==> src/fml_ddr3_pkg.sv <==
// Shared bridge constants; sized for a 64-bit FML port and a 256-bit BC4 controller port only
package fml_ddr3_pkg;

  // --------------------------------------------------
  // Controller command codes
  // --------------------------------------------------
  localparam logic [2:0] cmd_write = 3'b000;
  localparam logic [2:0] cmd_read  = 3'b001;

  // --------------------------------------------------
  // Burst geometry
  // --------------------------------------------------
  // FML beats per burst
  localparam int beats = 4;
  localparam int qword_bits = 64;

  // Controller side word and byte mask
  localparam int app_data_bits = 256;
  localparam int app_mask_bits = 32;

  // --------------------------------------------------
  // Data word views
  // --------------------------------------------------
  // Beat i sits in bits 64i+63 down to 64i
  typedef union packed {
    logic [app_data_bits-1:0] flat;
    logic [beats-1:0][qword_bits-1:0] qword;
  } app_word_u;

  // Mask bit set means the byte is left untouched
  typedef union packed {
    logic [app_mask_bits-1:0] flat;
    logic [beats-1:0][app_mask_bits/beats-1:0] qbyte;
  } app_mask_u;

endpackage

==> src/app_cmd_if.sv <==
// One controller command request; addr and cmd must stay stable while en is high
`timescale 1ns/1ns

interface app_cmd_if #(
  parameter int adr_width = 27
) ();

  logic [adr_width-1:0] addr;
  logic [2:0] cmd;
  logic en;
  logic rdy;

  // Requesting controller side
  modport ctl (
    output addr,
    output cmd,
    output en,
    input  rdy
  );

  // Command mux side
  modport mux (
    input  addr,
    input  cmd,
    input  en,
    output rdy
  );

endinterface

==> src/fml_ddr3_app_mux.sv <==
// Command port mux; read wins, and the two requesters are never expected to be active together
`timescale 1ns/1ns

module fml_ddr3_app_mux #(
  parameter int adr_width = 27
) (
  app_cmd_if.mux rd,
  app_cmd_if.mux wr,
  input  logic app_rdy,
  output logic [adr_width-1:0] app_addr,
  output logic [2:0] app_cmd,
  output logic app_en
);

  logic rd_sel;
  logic wr_sel;

  assign rd_sel = rd.en;
  assign wr_sel = wr.en & ~rd.en;

  // --------------------------------------------------
  // Request select
  // --------------------------------------------------
  // Idle port shows zero fields
  always_comb begin
    app_addr = '0;
    app_cmd = '0;
    if (rd_sel) begin
      app_addr = rd.addr;
      app_cmd = rd.cmd;
    end else if (wr_sel) begin
      app_addr = wr.addr;
      app_cmd = wr.cmd;
    end
  end

  assign app_en = rd_sel | wr_sel;

  // Ready only reaches the selected requester
  assign rd.rdy = app_rdy & rd_sel;
  assign wr.rdy = app_rdy & wr_sel;

endmodule

==> src/fml_ddr3_bridge.sv <==
// FML to DDR3 app port bridge; single clock, one transaction in flight, no ECC or refresh control
`timescale 1ns/1ns

module fml_ddr3_bridge #(
  parameter int adr_width = 27,
  parameter int rd_delay = 5,
  parameter int wr_delay = 2
) (
  input  logic ui_clk,
  input  logic ui_rst,
  input  logic [adr_width-1:0] fml_adr,
  input  logic fml_stb,
  input  logic fml_we,
  input  logic [7:0] fml_sel,
  input  logic [fml_ddr3_pkg::qword_bits-1:0] fml_di,
  output logic fml_ack,
  output logic [fml_ddr3_pkg::qword_bits-1:0] fml_do,
  input  logic app_rdy,
  input  logic [fml_ddr3_pkg::app_data_bits-1:0] app_rd_data,
  input  logic app_rd_data_valid,
  input  logic app_rd_data_end,
  input  logic app_wdf_rdy,
  output logic [adr_width-1:0] app_addr,
  output logic [2:0] app_cmd,
  output logic app_en,
  output logic [fml_ddr3_pkg::app_data_bits-1:0] app_wdf_data,
  output logic [fml_ddr3_pkg::app_mask_bits-1:0] app_wdf_mask,
  output logic app_wdf_wren,
  output logic app_wdf_end
);

  logic rd_start;
  logic wr_start;
  logic rd_done;
  logic wr_done;
  logic [adr_width-1:0] burst_addr;
  fml_ddr3_pkg::app_word_u wr_word;
  fml_ddr3_pkg::app_mask_u wr_mask;
  fml_ddr3_pkg::app_word_u rd_word;

  app_cmd_if #(.adr_width(adr_width)) rd_cmd ();
  app_cmd_if #(.adr_width(adr_width)) wr_cmd ();

  // --------------------------------------------------
  // FML side
  // --------------------------------------------------
  fml_ddr3_front #(
    .adr_width(adr_width),
    .rd_delay(rd_delay),
    .wr_delay(wr_delay)
  ) u_front (
    .ui_clk(ui_clk), .ui_rst(ui_rst),
    .fml_adr(fml_adr), .fml_stb(fml_stb), .fml_we(fml_we),
    .fml_sel(fml_sel), .fml_di(fml_di), .fml_ack(fml_ack), .fml_do(fml_do),
    .rd_start(rd_start), .wr_start(wr_start), .burst_addr(burst_addr),
    .wr_word(wr_word), .wr_mask(wr_mask),
    .rd_done(rd_done), .wr_done(wr_done), .rd_word(rd_word)
  );

  // --------------------------------------------------
  // Controller side
  // --------------------------------------------------
  fml_ddr3_rd_ctl #(.adr_width(adr_width)) u_rd_ctl (
    .ui_clk(ui_clk), .ui_rst(ui_rst),
    .rd_start(rd_start), .burst_addr(burst_addr), .cmd(rd_cmd.ctl),
    .app_rd_data(app_rd_data), .app_rd_data_valid(app_rd_data_valid),
    .app_rd_data_end(app_rd_data_end), .rd_done(rd_done), .rd_word(rd_word)
  );

  fml_ddr3_wr_ctl #(.adr_width(adr_width)) u_wr_ctl (
    .ui_clk(ui_clk), .ui_rst(ui_rst),
    .wr_start(wr_start), .burst_addr(burst_addr),
    .wr_word(wr_word), .wr_mask(wr_mask), .cmd(wr_cmd.ctl),
    .app_wdf_rdy(app_wdf_rdy), .app_wdf_data(app_wdf_data),
    .app_wdf_mask(app_wdf_mask), .app_wdf_wren(app_wdf_wren),
    .app_wdf_end(app_wdf_end), .wr_done(wr_done)
  );

  fml_ddr3_app_mux #(.adr_width(adr_width)) u_app_mux (
    .rd(rd_cmd.mux), .wr(wr_cmd.mux), .app_rdy(app_rdy),
    .app_addr(app_addr), .app_cmd(app_cmd), .app_en(app_en)
  );

endmodule

==> src/fml_ddr3_front.sv <==
// FML front end; one burst at a time, adr_width above 5, delays must match the FML arbiter timing
`timescale 1ns/1ns

module fml_ddr3_front #(
  parameter int adr_width = 27,
  parameter int rd_delay = 5,
  parameter int wr_delay = 2
) (
  input  logic ui_clk,
  input  logic ui_rst,
  input  logic [adr_width-1:0] fml_adr,
  input  logic fml_stb,
  input  logic fml_we,
  input  logic [7:0] fml_sel,
  input  logic [fml_ddr3_pkg::qword_bits-1:0] fml_di,
  output logic fml_ack,
  output logic [fml_ddr3_pkg::qword_bits-1:0] fml_do,
  output logic rd_start,
  output logic wr_start,
  output logic [adr_width-1:0] burst_addr,
  output fml_ddr3_pkg::app_word_u wr_word,
  output fml_ddr3_pkg::app_mask_u wr_mask,
  input  logic rd_done,
  input  logic wr_done,
  input  fml_ddr3_pkg::app_word_u rd_word
);

  localparam int dly_max = (rd_delay > wr_delay) ? rd_delay : wr_delay;
  localparam int dly_bits = $clog2(dly_max + 2);

  localparam logic [2:0] st_idle       = 3'd0;
  localparam logic [2:0] st_wr_collect = 3'd1;
  localparam logic [2:0] st_wr_wait    = 3'd2;
  localparam logic [2:0] st_rd_wait    = 3'd3;
  localparam logic [2:0] st_rd_emit    = 3'd4;

  logic [2:0] state;
  logic [dly_bits-1:0] dly;
  logic [1:0] beat;
  logic [1:0] offset;
  logic [7:0] sel_n;
  logic beat_tick;
  logic last_beat;

  // Delay spent, one beat moves per cycle from here on
  assign beat_tick = (dly == '0);
  assign last_beat = (beat == 2'(fml_ddr3_pkg::beats - 1));

  // --------------------------------------------------
  // FML state machine
  // --------------------------------------------------
  always_ff @(posedge ui_clk) begin
    if (ui_rst) begin
      state <= st_idle;
      fml_ack <= 1'b0;
      fml_do <= '0;
      rd_start <= 1'b0;
      wr_start <= 1'b0;
      dly <= '0;
      beat <= '0;
      offset <= '0;
    end else begin
      fml_ack <= 1'b0;
      rd_start <= 1'b0;
      wr_start <= 1'b0;
      case (state)
        st_idle: begin
          if (fml_stb) begin
            // Critical word first, start at the addressed beat
            offset <= fml_adr[4:3];
            beat <= '0;
            if (fml_we) begin
              fml_ack <= 1'b1;
              dly <= dly_bits'(wr_delay);
              state <= st_wr_collect;
            end else begin
              rd_start <= 1'b1;
              state <= st_rd_wait;
            end
          end
        end
        st_wr_collect: begin
          if (!beat_tick) begin
            dly <= dly - 1'b1;
          end else begin
            offset <= offset + 2'd1;
            beat <= beat + 2'd1;
            if (last_beat) begin
              wr_start <= 1'b1;
              state <= st_wr_wait;
            end
          end
        end
        st_wr_wait: begin
          if (wr_done) begin
            state <= st_idle;
          end
        end
        st_rd_wait: begin
          // Ack only once the controller word is in hand
          if (rd_done) begin
            fml_ack <= 1'b1;
            dly <= dly_bits'(rd_delay);
            state <= st_rd_emit;
          end
        end
        st_rd_emit: begin
          if (!beat_tick) begin
            dly <= dly - 1'b1;
          end else begin
            fml_do <= rd_word.qword[offset];
            offset <= offset + 2'd1;
            beat <= beat + 2'd1;
            if (last_beat) begin
              state <= st_idle;
            end
          end
        end
        default: state <= st_idle;
      endcase
    end
  end

  // --------------------------------------------------
  // Write buffer and mask build
  // --------------------------------------------------
  always_ff @(posedge ui_clk) begin
    if (state == st_idle && fml_stb) begin
      // Burst is 32 bytes, so the low 5 address bits drop
      burst_addr <= {fml_adr[adr_width-1:5], 5'b0};
      sel_n <= ~fml_sel;
    end
    if (state == st_wr_collect && beat_tick) begin
      wr_word.qword[offset] <= fml_di;
      wr_mask.qbyte[offset] <= sel_n;
    end
  end

endmodule

==> src/fml_ddr3_rd_ctl.sv <==
// Read side; one command outstanding, expects a single word flagged by valid and end together
`timescale 1ns/1ns

module fml_ddr3_rd_ctl #(
  parameter int adr_width = 27
) (
  input  logic ui_clk,
  input  logic ui_rst,
  input  logic rd_start,
  input  logic [adr_width-1:0] burst_addr,
  app_cmd_if.ctl cmd,
  input  logic [fml_ddr3_pkg::app_data_bits-1:0] app_rd_data,
  input  logic app_rd_data_valid,
  input  logic app_rd_data_end,
  output logic rd_done,
  output fml_ddr3_pkg::app_word_u rd_word
);

  localparam logic [1:0] st_idle = 2'd0;
  localparam logic [1:0] st_cmd  = 2'd1;
  localparam logic [1:0] st_data = 2'd2;

  logic [1:0] state;
  logic data_hit;

  assign data_hit = app_rd_data_valid & app_rd_data_end;

  always_ff @(posedge ui_clk) begin
    if (ui_rst) begin
      state <= st_idle;
      cmd.en <= 1'b0;
      rd_done <= 1'b0;
    end else begin
      rd_done <= 1'b0;
      case (state)
        st_idle: begin
          if (rd_start) begin
            cmd.en <= 1'b1;
            state <= st_cmd;
          end
        end
        st_cmd: begin
          // Request leaves the port on the accepting edge
          if (cmd.rdy) begin
            cmd.en <= 1'b0;
            state <= st_data;
          end
        end
        st_data: begin
          if (data_hit) begin
            rd_done <= 1'b1;
            state <= st_idle;
          end
        end
        default: state <= st_idle;
      endcase
    end
  end

  // Command fields and returned word
  always_ff @(posedge ui_clk) begin
    if (state == st_idle && rd_start) begin
      cmd.addr <= burst_addr;
      cmd.cmd <= fml_ddr3_pkg::cmd_read;
    end
    if (state == st_data && data_hit) begin
      rd_word.flat <= app_rd_data;
    end
  end

endmodule

==> src/fml_ddr3_wr_ctl.sv <==
// Write side; one command then one 256-bit data word, held until the controller takes it
`timescale 1ns/1ns

module fml_ddr3_wr_ctl #(
  parameter int adr_width = 27
) (
  input  logic ui_clk,
  input  logic ui_rst,
  input  logic wr_start,
  input  logic [adr_width-1:0] burst_addr,
  input  fml_ddr3_pkg::app_word_u wr_word,
  input  fml_ddr3_pkg::app_mask_u wr_mask,
  app_cmd_if.ctl cmd,
  input  logic app_wdf_rdy,
  output logic [fml_ddr3_pkg::app_data_bits-1:0] app_wdf_data,
  output logic [fml_ddr3_pkg::app_mask_bits-1:0] app_wdf_mask,
  output logic app_wdf_wren,
  output logic app_wdf_end,
  output logic wr_done
);

  localparam logic [1:0] st_idle = 2'd0;
  localparam logic [1:0] st_cmd  = 2'd1;
  localparam logic [1:0] st_data = 2'd2;

  logic [1:0] state;
  logic cmd_taken;

  assign cmd_taken = cmd.en & cmd.rdy;

  // Single word bursts, so every beat is also the last
  assign app_wdf_end = app_wdf_wren;

  // --------------------------------------------------
  // Command then data sequencing
  // --------------------------------------------------
  always_ff @(posedge ui_clk) begin
    if (ui_rst) begin
      state <= st_idle;
      cmd.en <= 1'b0;
      app_wdf_wren <= 1'b0;
      wr_done <= 1'b0;
    end else begin
      wr_done <= 1'b0;
      case (state)
        st_idle: begin
          if (wr_start) begin
            cmd.en <= 1'b1;
            state <= st_cmd;
          end
        end
        st_cmd: begin
          if (cmd_taken) begin
            cmd.en <= 1'b0;
            app_wdf_wren <= 1'b1;
            state <= st_data;
          end
        end
        st_data: begin
          if (app_wdf_rdy) begin
            app_wdf_wren <= 1'b0;
            wr_done <= 1'b1;
            state <= st_idle;
          end
        end
        default: state <= st_idle;
      endcase
    end
  end

  // Fields and data word
  always_ff @(posedge ui_clk) begin
    if (state == st_idle && wr_start) begin
      cmd.addr <= burst_addr;
      cmd.cmd <= fml_ddr3_pkg::cmd_write;
    end
    if (state == st_cmd && cmd_taken) begin
      app_wdf_data <= wr_word.flat;
      app_wdf_mask <= wr_mask.flat;
    end
  end

endmodule

==> config.mk <==
export PLATFORM = sky130hd
export DESIGN_NAME = fml_ddr3_bridge
export DESIGN_NICKNAME = d
export VERILOG_FILES = /design/src/fml_ddr3_pkg.sv /design/src/app_cmd_if.sv /design/src/fml_ddr3_app_mux.sv /design/src/fml_ddr3_bridge.sv /design/src/fml_ddr3_front.sv /design/src/fml_ddr3_rd_ctl.sv /design/src/fml_ddr3_wr_ctl.sv
export SDC_FILE = /design/constraint.sdc
export NUM_CORES = 1
export LEC_CHECK = 0
export BUFFER_PORTS_ARGS = -buffer_cell sky130_fd_sc_hd__buf_2
export CORE_AREA = 2 2 288 290
export CTS_BUF_LIST = sky130_fd_sc_hd__clkbuf_8
export DETAILED_ROUTE_END_ITERATION = 6
export DIE_AREA = 0 0 290 292
export HOLD_SLACK_MARGIN = 0.12
export PLACE_DENSITY = 0.7
export SYNTH_ARGS = -nofsm -noshare
export SYNTH_HDL_FRONTEND = slang
export SYNTH_SLANG_ARGS = --single-unit
==> constraint.sdc <==
create_clock -name ui_clk -period 26.3 [get_ports ui_clk]
set_input_delay 2.63 -clock ui_clk [delete_from_list [all_inputs] [get_ports ui_clk]]
set_output_delay 2.63 -clock ui_clk [all_outputs]
set_load 0.01 [all_outputs]
==> summary.txt, run 1 <==
Die
  – Die X: 290 um
  – Row count: 105
  – Initial Utilization: 39.79%
  – Io pins: 749
  – Die height: 292 um
  – Full die area: 0.08468 mm^2
  – CORE AREA: 0.08158 mm^2

Synthesis
  – Largest cells by area after synthesis: edfxtp_1 (84%), dfxtp_1 (5.3%), mux4_2 (4.4%)
  – Post-synthesis sequential area ratio: 89.12%
  – YS warnings: 0
  – FF+latch count, synth: 992
  – Library cells used by synthesis: 49
  – Synth area leader: edfxtp_1
  – Top cell type's share of synthesized area: 83.81%
  – Cells after Synth: 1453
  – Mapped cell area: 0.03246 mm^2
  – Syn_area_per_cell: 22.34 um^2
  – Most used DFF post-synth: edfxtp_1
  – Post-synth ARST share: 0%
  – EDFF count, synth: 906

STA
  – Slew Limit Fails: 0
  – Final setup TNS: 0 ns
  – Final critical-path required period: 5.679 ns
  – RSZ-0062 raised after global routing: no
  – # setup viols final: 0
  – Fin crit share: 21.59%
  – Slew @ Worst Pin: 1.214 ns
  – Max Fclk: 0.1761 GHz
  – Max_slew headroom: 18.69%
  – Clock Skew: 0.03168 ns
  – Worst hold margin: 0.3984 ns
  – Final Hold Fails: 0

Worst hold path
  – Worst hold path type: register to register

Clock network
  – Clock H-tree levels: 4
  – Sink Count: 992
  – Post-CTS setup buffers: 0
  – Clk buf depth: 3
  – CTS tree: yes
  – CTS buffer count: 153
  – Clock-pin slew on the worst setup and hold paths: 0.06 ns
  – Post_cts resized: 0
  – Insertion delay to the later sink of the worst-skew pair: 0.79 ns
  – Hold-fix buffers, CTS: 0
  – Root buffer cell: clkbuf_8

Cells and area
  – Layout cells sized above 1: 42.33%
  – Commonest non-fill, non-tap cell in the layout: edfxtp_1
  – Final Net Count: 2684
  – Most frequent cells in the layout: edfxtp_1 (906), buf_2 (737), clkbuf_8 (156)
  – # fillers: 6592
  – Area Overhead vs Synth: 24.00%
  – Finished Layout Cells: 3511
  – Final Core Density: 49.34%

Job
  – Max-Cap Viols: 0

Global routing
  – Total track usage: 17.12%
  – Overflow after GRT: 0
  – Initial antenna violation count: 23
  – Global-route wire length before repair: 107.3 mm
  – Number of global-route vias before repair: 17442
  – Largest net degree at the start of global routing: 124

Critical path
  – Worst endpoint required time: 26.68 ns
  – CP startpoint kind: primary input
  – Critical path endpoint category: register
  – WS Path Type: primary input to register
  – Worst EP arrival: 6.06 ns
  – CP max FO: 94

Pwr
  – Static Leak: 14.59 nW
  – Peak supply drop: 47.99 uV
  – Pwr Total: 0.003133 W
  – Pwr dens: 77.83 mW/mm^2

Placement
  – Post-DP HPWL: 49.53 mm
  – Number of port buffers: 738
  – Placed insts: 3229
  – GP Congestion: 0.8456

Detailed routing
  – Number of vias per cell: 4.700
  – Antenna-violating nets left: 0
  – DR WL/cell: 20.80 um
  – Drt drc: 0
  – Final WL: 73.03 mm
  – Pre-antenna DRT Iters: 5
  – Routed vias: 16501
  – DRT iter0 DRCs: 1215

Outcome
  – Status: finished, final reports clean
## registers in the layout, indices dropped and copies added (netlist names), 3 cells and up
register	count
u_rd_ctl.rd_word	256
u_front.wr_mask	32
u_wr_ctl.app_wdf_data	256
u_front.burst_addr	22
u_front.state	3
u_front.sel_n	8
u_front.wr_word	256
u_wr_ctl.cmd.addr	22
u_wr_ctl.app_wdf_mask	32
u_rd_ctl.cmd.addr	22
u_front.dly	3
u_front.fml_do	64
## layer usage
metal	track usage, %	wire length [um]
met1	19.68	27190
met2	29.95	37500
met3	5.366	6372
met4	6.504	1928
met5	0	38
## cells by family (layout without fill, tap and decap cells)
family | after synthesis | in the layout | synth area share, %
DFF | 992 | 992 | 89.12
and+or+nand+nor | 190 | 190 | 2.571
AOI/OAI and AO/OA | 120 | 120 | 2.301
buffers and inverters | 74 | 1048 | 1.133
muxes | 68 | 68 | 4.568
adders and majority gates | 7 | 7 | 0.2698
other | 1 | 15 | 0.01155
xor gates and xnor gates | 1 | 1 | 0.02699
## power breakdown
| part | internal (W) | switching (W) | total [W] |
|---|---|---|---|
| logic | 0.0000733 | 0.0000901 | 0.000163 |
| clock network | 0.000599 | 0.000579 | 0.00118 |
| registers | 0.00177 | 0.0000227 | 0.00179 |
## cell usage after synthesis, types with 2 or more instances
master,n
nor2b_1,7
nand2b_1,2
edfxtp_1,906
mux2i_1,3
nor2_1,15
mux4_2,64
a211oi_1,2
nor3b_1,2
inv_1,19
a22o_1,22
clkbuf_1,26
buf_4,20
and2_1,6
a221oi_1,2
o21ai_0,6
nand2_1,135
o21bai_1,2
a21oi_1,76
nand3b_1,3
ha_1,7
nor4_1,3
buf_1,2
nor3_1,3
dfxtp_1,86
buf_2,6
nand3_1,5
## worst paths after layout
path / cells after the start / to / slack [ns] / startpoint
worst min-delay path: 0 / u_wr_ctl.app_wdf_data[87] / 0.40 / u_front.wr_word[87]
worst min register to register: 0 / u_wr_ctl.app_wdf_data[87] / 0.40 / u_front.wr_word[87]
worst max register to register: 5 / u_rd_ctl.rd_word[181] / 22.23 / u_rd_ctl.state[1]
worst max-delay path: 7 / u_rd_ctl.rd_word[181] / 20.62 / app_rd_data_valid
## critical path, cell delays in order
cell,delay (ns)
buf_2,0.07
nand2_1,0.09
nor3b_2,0.17
buf_4,0.48
buf_4,0.76
buf_4,0.65
buf_4,0.97
## metrics by stage
step / instance area (um^2) / setup slack, ns
after floorplan: 32480 / 3.859
after global placement: 37390 / 20.00
after detailed placement: 37390 / 19.85
after CTS: 40230 / 20.72
after global routing: 40240 / 20.44
final: 40250 / 20.62
## area by class of cell
cell class	count	area [um^2]	share of cell area, %
antenna	8	20.02	0.04974
multi-input combinational	393	3213	7.983
sequential	992	28940	71.89
timing repair buffer	755	3824	9.500
clock buffer	156	2147	5.334
tap	1070	1339	3.326
clock inverter	118	693.2	1.722
inverter	19	78.83	0.1958
Note: power is estimated with default switching activity, not from simulation.
==> run 2, diff against run 1 <==
--- a/config.mk
+++ b/config.mk
@@ -5,11 +5,12 @@
 export SDC_FILE = /design/constraint.sdc
 export NUM_CORES = 1
 export LEC_CHECK = 0
+export ABC_AREA = 1
 export BUFFER_PORTS_ARGS = -buffer_cell sky130_fd_sc_hd__buf_2
-export CORE_AREA = 2 2 288 290
+export CORE_AREA = 2 2 289 291
 export CTS_BUF_LIST = sky130_fd_sc_hd__clkbuf_8
 export DETAILED_ROUTE_END_ITERATION = 6
-export DIE_AREA = 0 0 290 292
+export DIE_AREA = 0 0 291 293
 export HOLD_SLACK_MARGIN = 0.12
 export PLACE_DENSITY = 0.7
 export SYNTH_ARGS = -nofsm -noshare
==> constraint.sdc (replaced) <==
create_clock -name ui_clk -period 5.27 [get_ports ui_clk]
set_input_delay 0.527 -clock ui_clk [delete_from_list [all_inputs] [get_ports ui_clk]]
set_output_delay 0.527 -clock ui_clk [all_outputs]
set_load 0.01 [all_outputs]
==> run 2 against run 1 <==
First-iteration DRC count rose by 54%. Register-to-register slack worse by 20 ns. Combinational power rose to 12 times the previous value. Die area increased by 0.69%. Clock power rose to 4.9 times the previous value. Global-route usage rose by 2.4 points. Hold slack worse by 0.13 ns. Sequential power rose to 5.1 times the previous value. Routed wire length up 16%. Synthesized cell count increased by 22%. Critical path depth fell by 4. Final cell count up 19%. Critical endpoint is now app_addr[13].
==> summary.txt, run 2 <==
Critical path
  – Max stage delay cell, worst path: nor2_2
  – CP max FO: 28 (-70%)
  – Crit path cell chain: nor2_2, a22o_1, buf_2
  – WS Path Type: register to output port
  – Critical path endpoint category: output port
  – CP startpoint kind: register
  – Worst endpoint required time: 4.74 ns (-21.94 ns)
  – CP peak stage delay: 0.93 ns (-0.04 ns)
  – Worst EP arrival: 2.66 ns (-3.40 ns)

Detailed routing
  – DR WL/cell: 20.44 um (-1.7%)
  – Max layer used: met5
  – Pre-antenna DRT Iters: 7 (+2)
  – Final WL: 85.07 mm (+16%)
  – Routed vias: 20319 (+23%)
  – M1 wire length: 29.78 mm (+9.5%)
  – Drt drc: 0 (unchanged)
  – Met3 WL: 8.032 mm (+26%)
  – Antenna-violating nets left: 0 (unchanged)
  – Met2 WL post-DR: 43.06 mm (+15%)
  – DRT iter0 DRCs: 1876 (+54%)
  – Number of vias per cell: 4.882 (+3.9%)

STA
  – Clock Skew: 0.05184 ns (+0.02017 ns)
  – RSZ-0062 raised after global routing: no
  – Max_slew headroom: 26.54% (+7.8 points)
  – Max Fclk: 0.3139 GHz
  – Slew Limit Fails: 0 (unchanged)
  – Final worst setup slack: 2.084 ns (-18.54 ns)
  – # setup viols final: 0 (unchanged)
  – Final critical-path required period: 3.186 ns
  – Final setup TNS: 0 ns (unchanged)
  – Fin crit share: 60.46%
  – Slew @ Worst Pin: 1.101 ns (-0.1134 ns)
  – Final Hold Fails: 0 (unchanged)

Cells and area
  – Storage element area: 0.02893 mm^2 (about the same)
  – Most frequent cells in the layout: edfxtp_1 (906), buf_2 (738), dlygate4sd3_1 (362)
  – Area of the multi-input gates: 0.003229 mm^2 (+0.51%)
  – Commonest non-fill, non-tap cell in the layout: edfxtp_1
  – Area Overhead vs Synth: 34.78%
  – Final Net Count: 3345 (+25%)
  – # fillers: 6045 (-8.3%)
  – Layout cells sized above 1: 31.37% (-11 points)

Pwr
  – Pwr dens: 385.5 mW/mm^2 (+400%)
  – Peak supply drop: 232.7 uV (+380%)
  – Static Leak: 16.51 nW (+13%)

Clock network
  – Sink Count: 992 (unchanged)
  – Post_cts resized: 0 (unchanged)
  – Insertion delay to the later sink of the worst-skew pair: 0.79 ns (about the same)
  – Clk buf depth: 3 (unchanged)
  – Post-CTS setup buffers: 0 (unchanged)
  – Clock H-tree levels: 4 (unchanged)
  – Hold-fix buffers, CTS: 362 (+362)
  – Root buffer cell: clkbuf_8
  – CTS tree: yes
  – CTS buffer count: 150 (-2.0%)
  – Clock-pin slew on the worst setup and hold paths: 0.07 ns (about the same)

Placement
  – Post-DP HPWL: 51.71 mm (+4.4%)
  – GP Congestion: 0.8481 (+0.30%)
  – Number of port buffers: 738 (unchanged)
  – Placement Setup Slack: 2.259 ns (-17.59 ns)

Synthesis
  – Post-synth ARST share: 0% (unchanged)
  – Post-synthesis sequential area ratio: 88.61% (-0.51 points)
  – FF+latch count, synth: 992 (unchanged)
  – Syn_area_per_cell: 18.42 um^2 (-18%)
  – Most used DFF post-synth: edfxtp_1
  – Top cell type's share of synthesized area: 83.33% (-0.48 points)
  – YS warnings: 0 (unchanged)
  – Cells after Synth: 1772 (+22%)
  – Most common cell in the synthesized netlist: edfxtp_1
  – EDFF count, synth: 906 (unchanged)
  – Mapped cell area: 0.03265 mm^2 (+0.58%)
  – Library cells used by synthesis: 27 (-45%)
  – Synth area leader: edfxtp_1
  – Commonest cells in the netlist: edfxtp_1 (906), nor2_1 (290), o21ai_0 (146), dfxtp_1 (86), a31oi_1 (64)
  – Largest cells by area after synthesis: edfxtp_1 (83%), dfxtp_1 (5.3%), nor2_1 (3.3%)

Die
  – CORE AREA: 0.08185 mm^2 (+0.32%)
  – Die height: 293 um (+0.34%)
  – Full die area: 0.08526 mm^2 (+0.69%)
  – Initial Utilization: 39.89% (+0.10 points)
  – Die X: 291 um (+0.34%)
  – Io pins: 749 (unchanged)
  – Row count: 105 (unchanged)

Global routing
  – Number of global-route vias before repair: 20843 (+19%)
  – Global-route wire length before repair: 124.8 mm (+16%)
  – Initial antenna violation count: 10 (-57%)
  – Largest net degree at the start of global routing: 150 (+21%)
  – Overflow after GRT: 0 (unchanged)
  – Total track usage: 19.53% (+2.4 points)

Job
  – Max-Cap Viols: 0 (unchanged)

Worst hold path
  – Worst hold path type: primary input to register

Outcome
  – Status: finished, final reports clean
## run 2: worst paths after layout
check	endpoint	start	slack (ns)	depth (start not counted)
min	u_rd_ctl.rd_word[61]	app_rd_data_valid	0.26	3
max	app_addr[13]	u_rd_ctl.cmd.en	2.08	3
max reg2reg	u_wr_ctl.app_wdf_data[35]	u_rd_ctl.cmd.en	2.24	4
min reg2reg	u_wr_ctl.app_wdf_data[26]	u_front.wr_word[26]	0.38	0
## run 2: layout make-up
| class | count | share of cell area (%) |
|---|---|---|
| diodes | 6 | 0.03412 |
| clock buffers | 161 | 5.036 |
| clock inverters | 102 | 1.245 |
| inverters | 39 | 0.3469 |
| multi-input cells | 667 | 7.339 |
| flip-flops and latches | 992 | 65.76 |
| well taps | 1070 | 3.043 |
| repair buffers | 1125 | 17.20 |
## run 2: metal layers
layer  up-vias  track usage [%]
met2      1383            34.00
li1       9081                -
met4         4            10.35
met1      9637            21.98
met3       214            5.303
met5         -                0
## run 2: critical path: cells and delay by family, from the launching register on
kind | cells | cell delay, ns
compound gates | 1 | 0.31
flops | 1 | 0.50
buf+inv | 1 | 0.15
simple gates | 1 | 0.93
## run 2: cell families (layout without fill, tap and decap cells)
| family | Yosys count | count (layout) | share of synthesized area (%) |
|---|---|---|---|
| AOI/OAI and AO/OA | 299 | 299 | 5.089 |
| xor gates and xnor gates | 1 | 1 | 0.02683 |
| adders and majority gates | 7 | 7 | 0.2683 |
| buffers and inverters | 119 | 1427 | 1.828 |
| DFF | 992 | 992 | 88.61 |
| other | 1 | 13 | 0.01149 |
| and+or+nand+nor | 353 | 353 | 4.170 |
## run 2: per-stage QoR
stage | std cells | utilization [%] | hold slack [ns] | area, um^2 | power (W)
after floorplan | 1778 | - | 0.4003 | 32730 | 0.01036
after detailed placement | 3531 | 45.94 | 0.4045 | 37600 | 0.01101
after global placement | 3531 | 45.94 | 0.4005 | 37600 | 0.01094
after global routing | 4162 | 53.76 | 0.1968 | 44000 | 0.01764
after CTS | 4156 | 53.74 | 0.1727 | 43990 | 0.01696
final | 4162 | 53.76 | 0.2641 | 44000 | 0.01696
## run 2: where the power goes
group / leakage, nW / internal (W) / switching [W]
registers: 8.86 / 0.00900 / 0.000181
logic: 6.07 / 0.000646 / 0.00133
clock network: 1.57 / 0.00290 / 0.00290
total: 16.5 / 0.0126 / 0.00441
==> run 3, diff against run 2 <==
--- a/config.mk
+++ b/config.mk
@@ -12,7 +12,7 @@
 export DETAILED_ROUTE_END_ITERATION = 6
 export DIE_AREA = 0 0 291 293
 export HOLD_SLACK_MARGIN = 0.12
-export PLACE_DENSITY = 0.7
+export PLACE_DENSITY = 0.72
 export SYNTH_ARGS = -nofsm -noshare
 export SYNTH_HDL_FRONTEND = slang
 export SYNTH_SLANG_ARGS = --single-unit
==> constraint.sdc (replaced) <==
create_clock -name ui_clk -period 2.7 [get_ports ui_clk]
set_input_delay 0.27 -clock ui_clk [delete_from_list [all_inputs] [get_ports ui_clk]]
set_output_delay 0.27 -clock ui_clk [all_outputs]
set_load 0.01 [all_outputs]
==> run 3 against run 2 <==
Total power increased by 99%. Core utilization increased by 1.2 points. Clock power up 100%. Combinational power up 110%.
==> summary.txt, run 3 (synthesis results as in run 2) <==
Critical path
  – Number of cells on the critical path: 4 (+1)
  – Max stage delay cell, worst path: nor2_4
  – WS Path Type: register to output port
  – Crit path cell chain: inv_1, nor2_4, a22o_1, buf_2
  – CP peak stage delay: 0.53 ns (-0.40 ns)
  – CP startpoint kind: register
  – Worst EP arrival: 2.12 ns (-0.54 ns)
  – Worst R2R Setup Slack: 0.34 ns (-1.90 ns)
  – Critical path endpoint category: output port
  – Worst endpoint required time: 2.43 ns (-2.31 ns)
  – Reg-to-reg endpoint: u_wr_ctl.app_wdf_data[184]
  – R2R depth: 5 (+1)
  – CP max FO: 24 (-14%)
  – RR Startpoint: u_wr_ctl.cmd.en
  – Worst Path Buf+Inv: 2 (+1)
  – Crit-path leading delay family: simple AND/OR/NAND/NOR gates

STA
  – Max Fclk: 0.4182 GHz
  – Slew @ Worst Pin: 0.9460 ns (-0.1547 ns)
  – Clock Skew: 0.05614 ns (+0.004293 ns)
  – Slew Limit Fails: 0 (unchanged)
  – Final worst setup slack: 0.3090 ns (-1.775 ns)
  – Final Hold Fails: 0 (unchanged)
  – Final critical-path required period: 2.391 ns
  – RSZ-0062 raised after global routing: no
  – Worst hold margin: 0.2106 ns (-0.05350 ns)
  – # setup viols final: 0 (unchanged)
  – Max_slew headroom: 36.87% (+10 points)
  – Fin crit share: 88.56%

Global routing
  – Largest net degree at the start of global routing: 131 (-13%)
  – Global-route wire length before repair: 131.4 mm (+5.2%)
  – Number of global-route vias before repair: 21292 (+2.2%)
  – Initial antenna violation count: 5 (-5)
  – Total track usage: 20.60% (+1.1 points)
  – Overflow after GRT: 0 (unchanged)

Outcome
  – Status: finished, final reports clean

Cells and area
  – Design area: 0.04500 mm^2 (+2.3%)
  – Layout cells sized above 1: 31.22% (-0.14 points)
  – Final Net Count: 3428 (+2.5%)
  – Area Overhead vs Synth: 37.83%
  – Commonest non-fill, non-tap cell in the layout: edfxtp_1
  – Most frequent cells in the layout: edfxtp_1 (906), buf_2 (738), dlygate4sd3_1 (423)
  – Final Core Density: 54.98% (+1.2 points)
  – # fillers: 5949 (-1.6%)

Pwr
  – Peak supply drop: 736.4 uV (+220%)
  – Clock power frac: 34.7% (+0.5 points)
  – Pint: 0.02479 W (+98%)
  – P_sw: 0.008923 W (+100%)
  – Comb pwr share: 12.5% (+0.9 points)
  – Sw Ratio: 26.47% (+0.47 points)
  – Reg power frac: 52.8% (-1.4 points)
  – Static Leak: 16.99 nW (+2.9%)
  – Pwr dens: 749.2 mW/mm^2 (+94%)

Die
  – Initial Utilization: 39.89% (unchanged)
  – Die height: 293 um (unchanged)
  – CORE AREA: 0.08185 mm^2 (unchanged)
  – Die X: 291 um (unchanged)
  – Full die area: 0.08526 mm^2 (unchanged)
  – Io pins: 749 (unchanged)
  – Row count: 105 (unchanged)

Job
  – Max-Cap Viols: 0 (unchanged)

Detailed routing
  – Antenna-violating nets left: 0 (unchanged)
  – Number of vias per cell: 4.894 (+0.25%)
  – Final WL: 89.88 mm (+5.6%)
  – DR WL/cell: 21.13 um (+3.4%)
  – Pre-antenna DRT Iters: 6 (-1)
  – Drt drc: 0 (unchanged)
  – Routed vias: 20821 (+2.5%)
  – DRT iter0 DRCs: 1999 (+6.6%)

Worst hold path
  – Min-delay src: fml_adr[8]
  – Hold Crit Depth: 2 (-1)
  – Worst Hold Endpoint: u_front.burst_addr[8]
  – Worst hold path type: primary input to register

Placement
  – Placement Setup Slack: 0.3607 ns (-1.898 ns)
  – Post-DP HPWL: 51.12 mm (-1.1%)
  – GP Congestion: 0.8414 (-0.79%)
  – Number of port buffers: 738 (unchanged)
  – Cell Area, Placed: 0.03789 mm^2 (+0.77%)

Clock network
  – Post-CTS setup buffers: 0 (unchanged)
  – Clock H-tree levels: 4 (unchanged)
  – Root buffer cell: clkbuf_8
  – Post_cts resized: 0 (unchanged)
  – Sink Count: 992 (unchanged)
  – Clock-pin slew on the worst setup and hold paths: 0.06 ns (about the same)
  – Clk buf depth: 3 (unchanged)
  – CTS buffer count: 154 (+2.7%)
  – CTS tree: yes
  – Hold-fix buffers, CTS: 423 (+17%)
  – Insertion delay to the later sink of the worst-skew pair: 0.77 ns (-0.02 ns)
-- run 3: per-stage QoR --
stage | power [W] | TNS (ns) | instances
2_1_floorplan | 0.02022 | -1821.89 | 1778
3_3_place_gp | 0.02155 | 0 | 3549
3_5_place_dp | 0.02163 | 0 | 3549
4_1_cts | 0.03357 | 0 | 4247
5_1_grt | 0.03503 | 0 | 4249
6_report | 0.03371 | 0 | 4254
-- run 3: worst reg2reg max path, cell delays in order (launching register included) --
cell,delay (ns)
dfxtp_1,0.36
inv_1,0.08
nor2_4,0.53
nand3_4,0.18
clkinvlp_4,0.37
buf_12,0.40
-- run 3: layout make-up --
type                       instances  area (um^2)  share of cell area [%]
antenna                            7        17.52                 0.03893
multi-input combinational        667         3218                   7.152
tap                             1070         1339                   2.975
sequential                       992        28940                   64.31
inverter                          39        152.6                  0.3392
timing repair buffer            1204         8476                   18.84
clock buffer                     160         2202                   4.894
clock inverter                   115        656.9                   1.460
-- run 3: power by group through the flow --
stage | Clock, W | Combinational [W] | Sequential (W)
floorplan | 0 | 0.00220 | 0.0180
global placement | 0 | 0.00347 | 0.0181
detailed placement | 0 | 0.00350 | 0.0181
CTS | 0.0118 | 0.00400 | 0.0178
global route | 0.0126 | 0.00453 | 0.0179
finish | 0.0117 | 0.00421 | 0.0178
-- run 3: worst max path at each step --
stage,startpoint,end
after floorplan,u_rd_ctl.state[1],u_rd_ctl.rd_word[0]
after global placement,u_wr_ctl.cmd.en,u_wr_ctl.app_wdf_data[56]
after detailed placement,u_wr_ctl.cmd.en,u_wr_ctl.app_wdf_data[40]
after CTS,u_wr_ctl.cmd.en,app_addr[12]
after global routing,u_wr_ctl.cmd.en,app_addr[12]
final,u_wr_ctl.cmd.en,app_addr[12]
-- run 3: routing by layer --
layer  GRT usage, %  vias to the layer above  wire [um]
met5              0                        -          0
met4          9.857                        0       3899
met3          5.121                      222       7986
met2          35.71                     1451      45210
met1          24.06                     9899      32790
li1               -                     9249          -
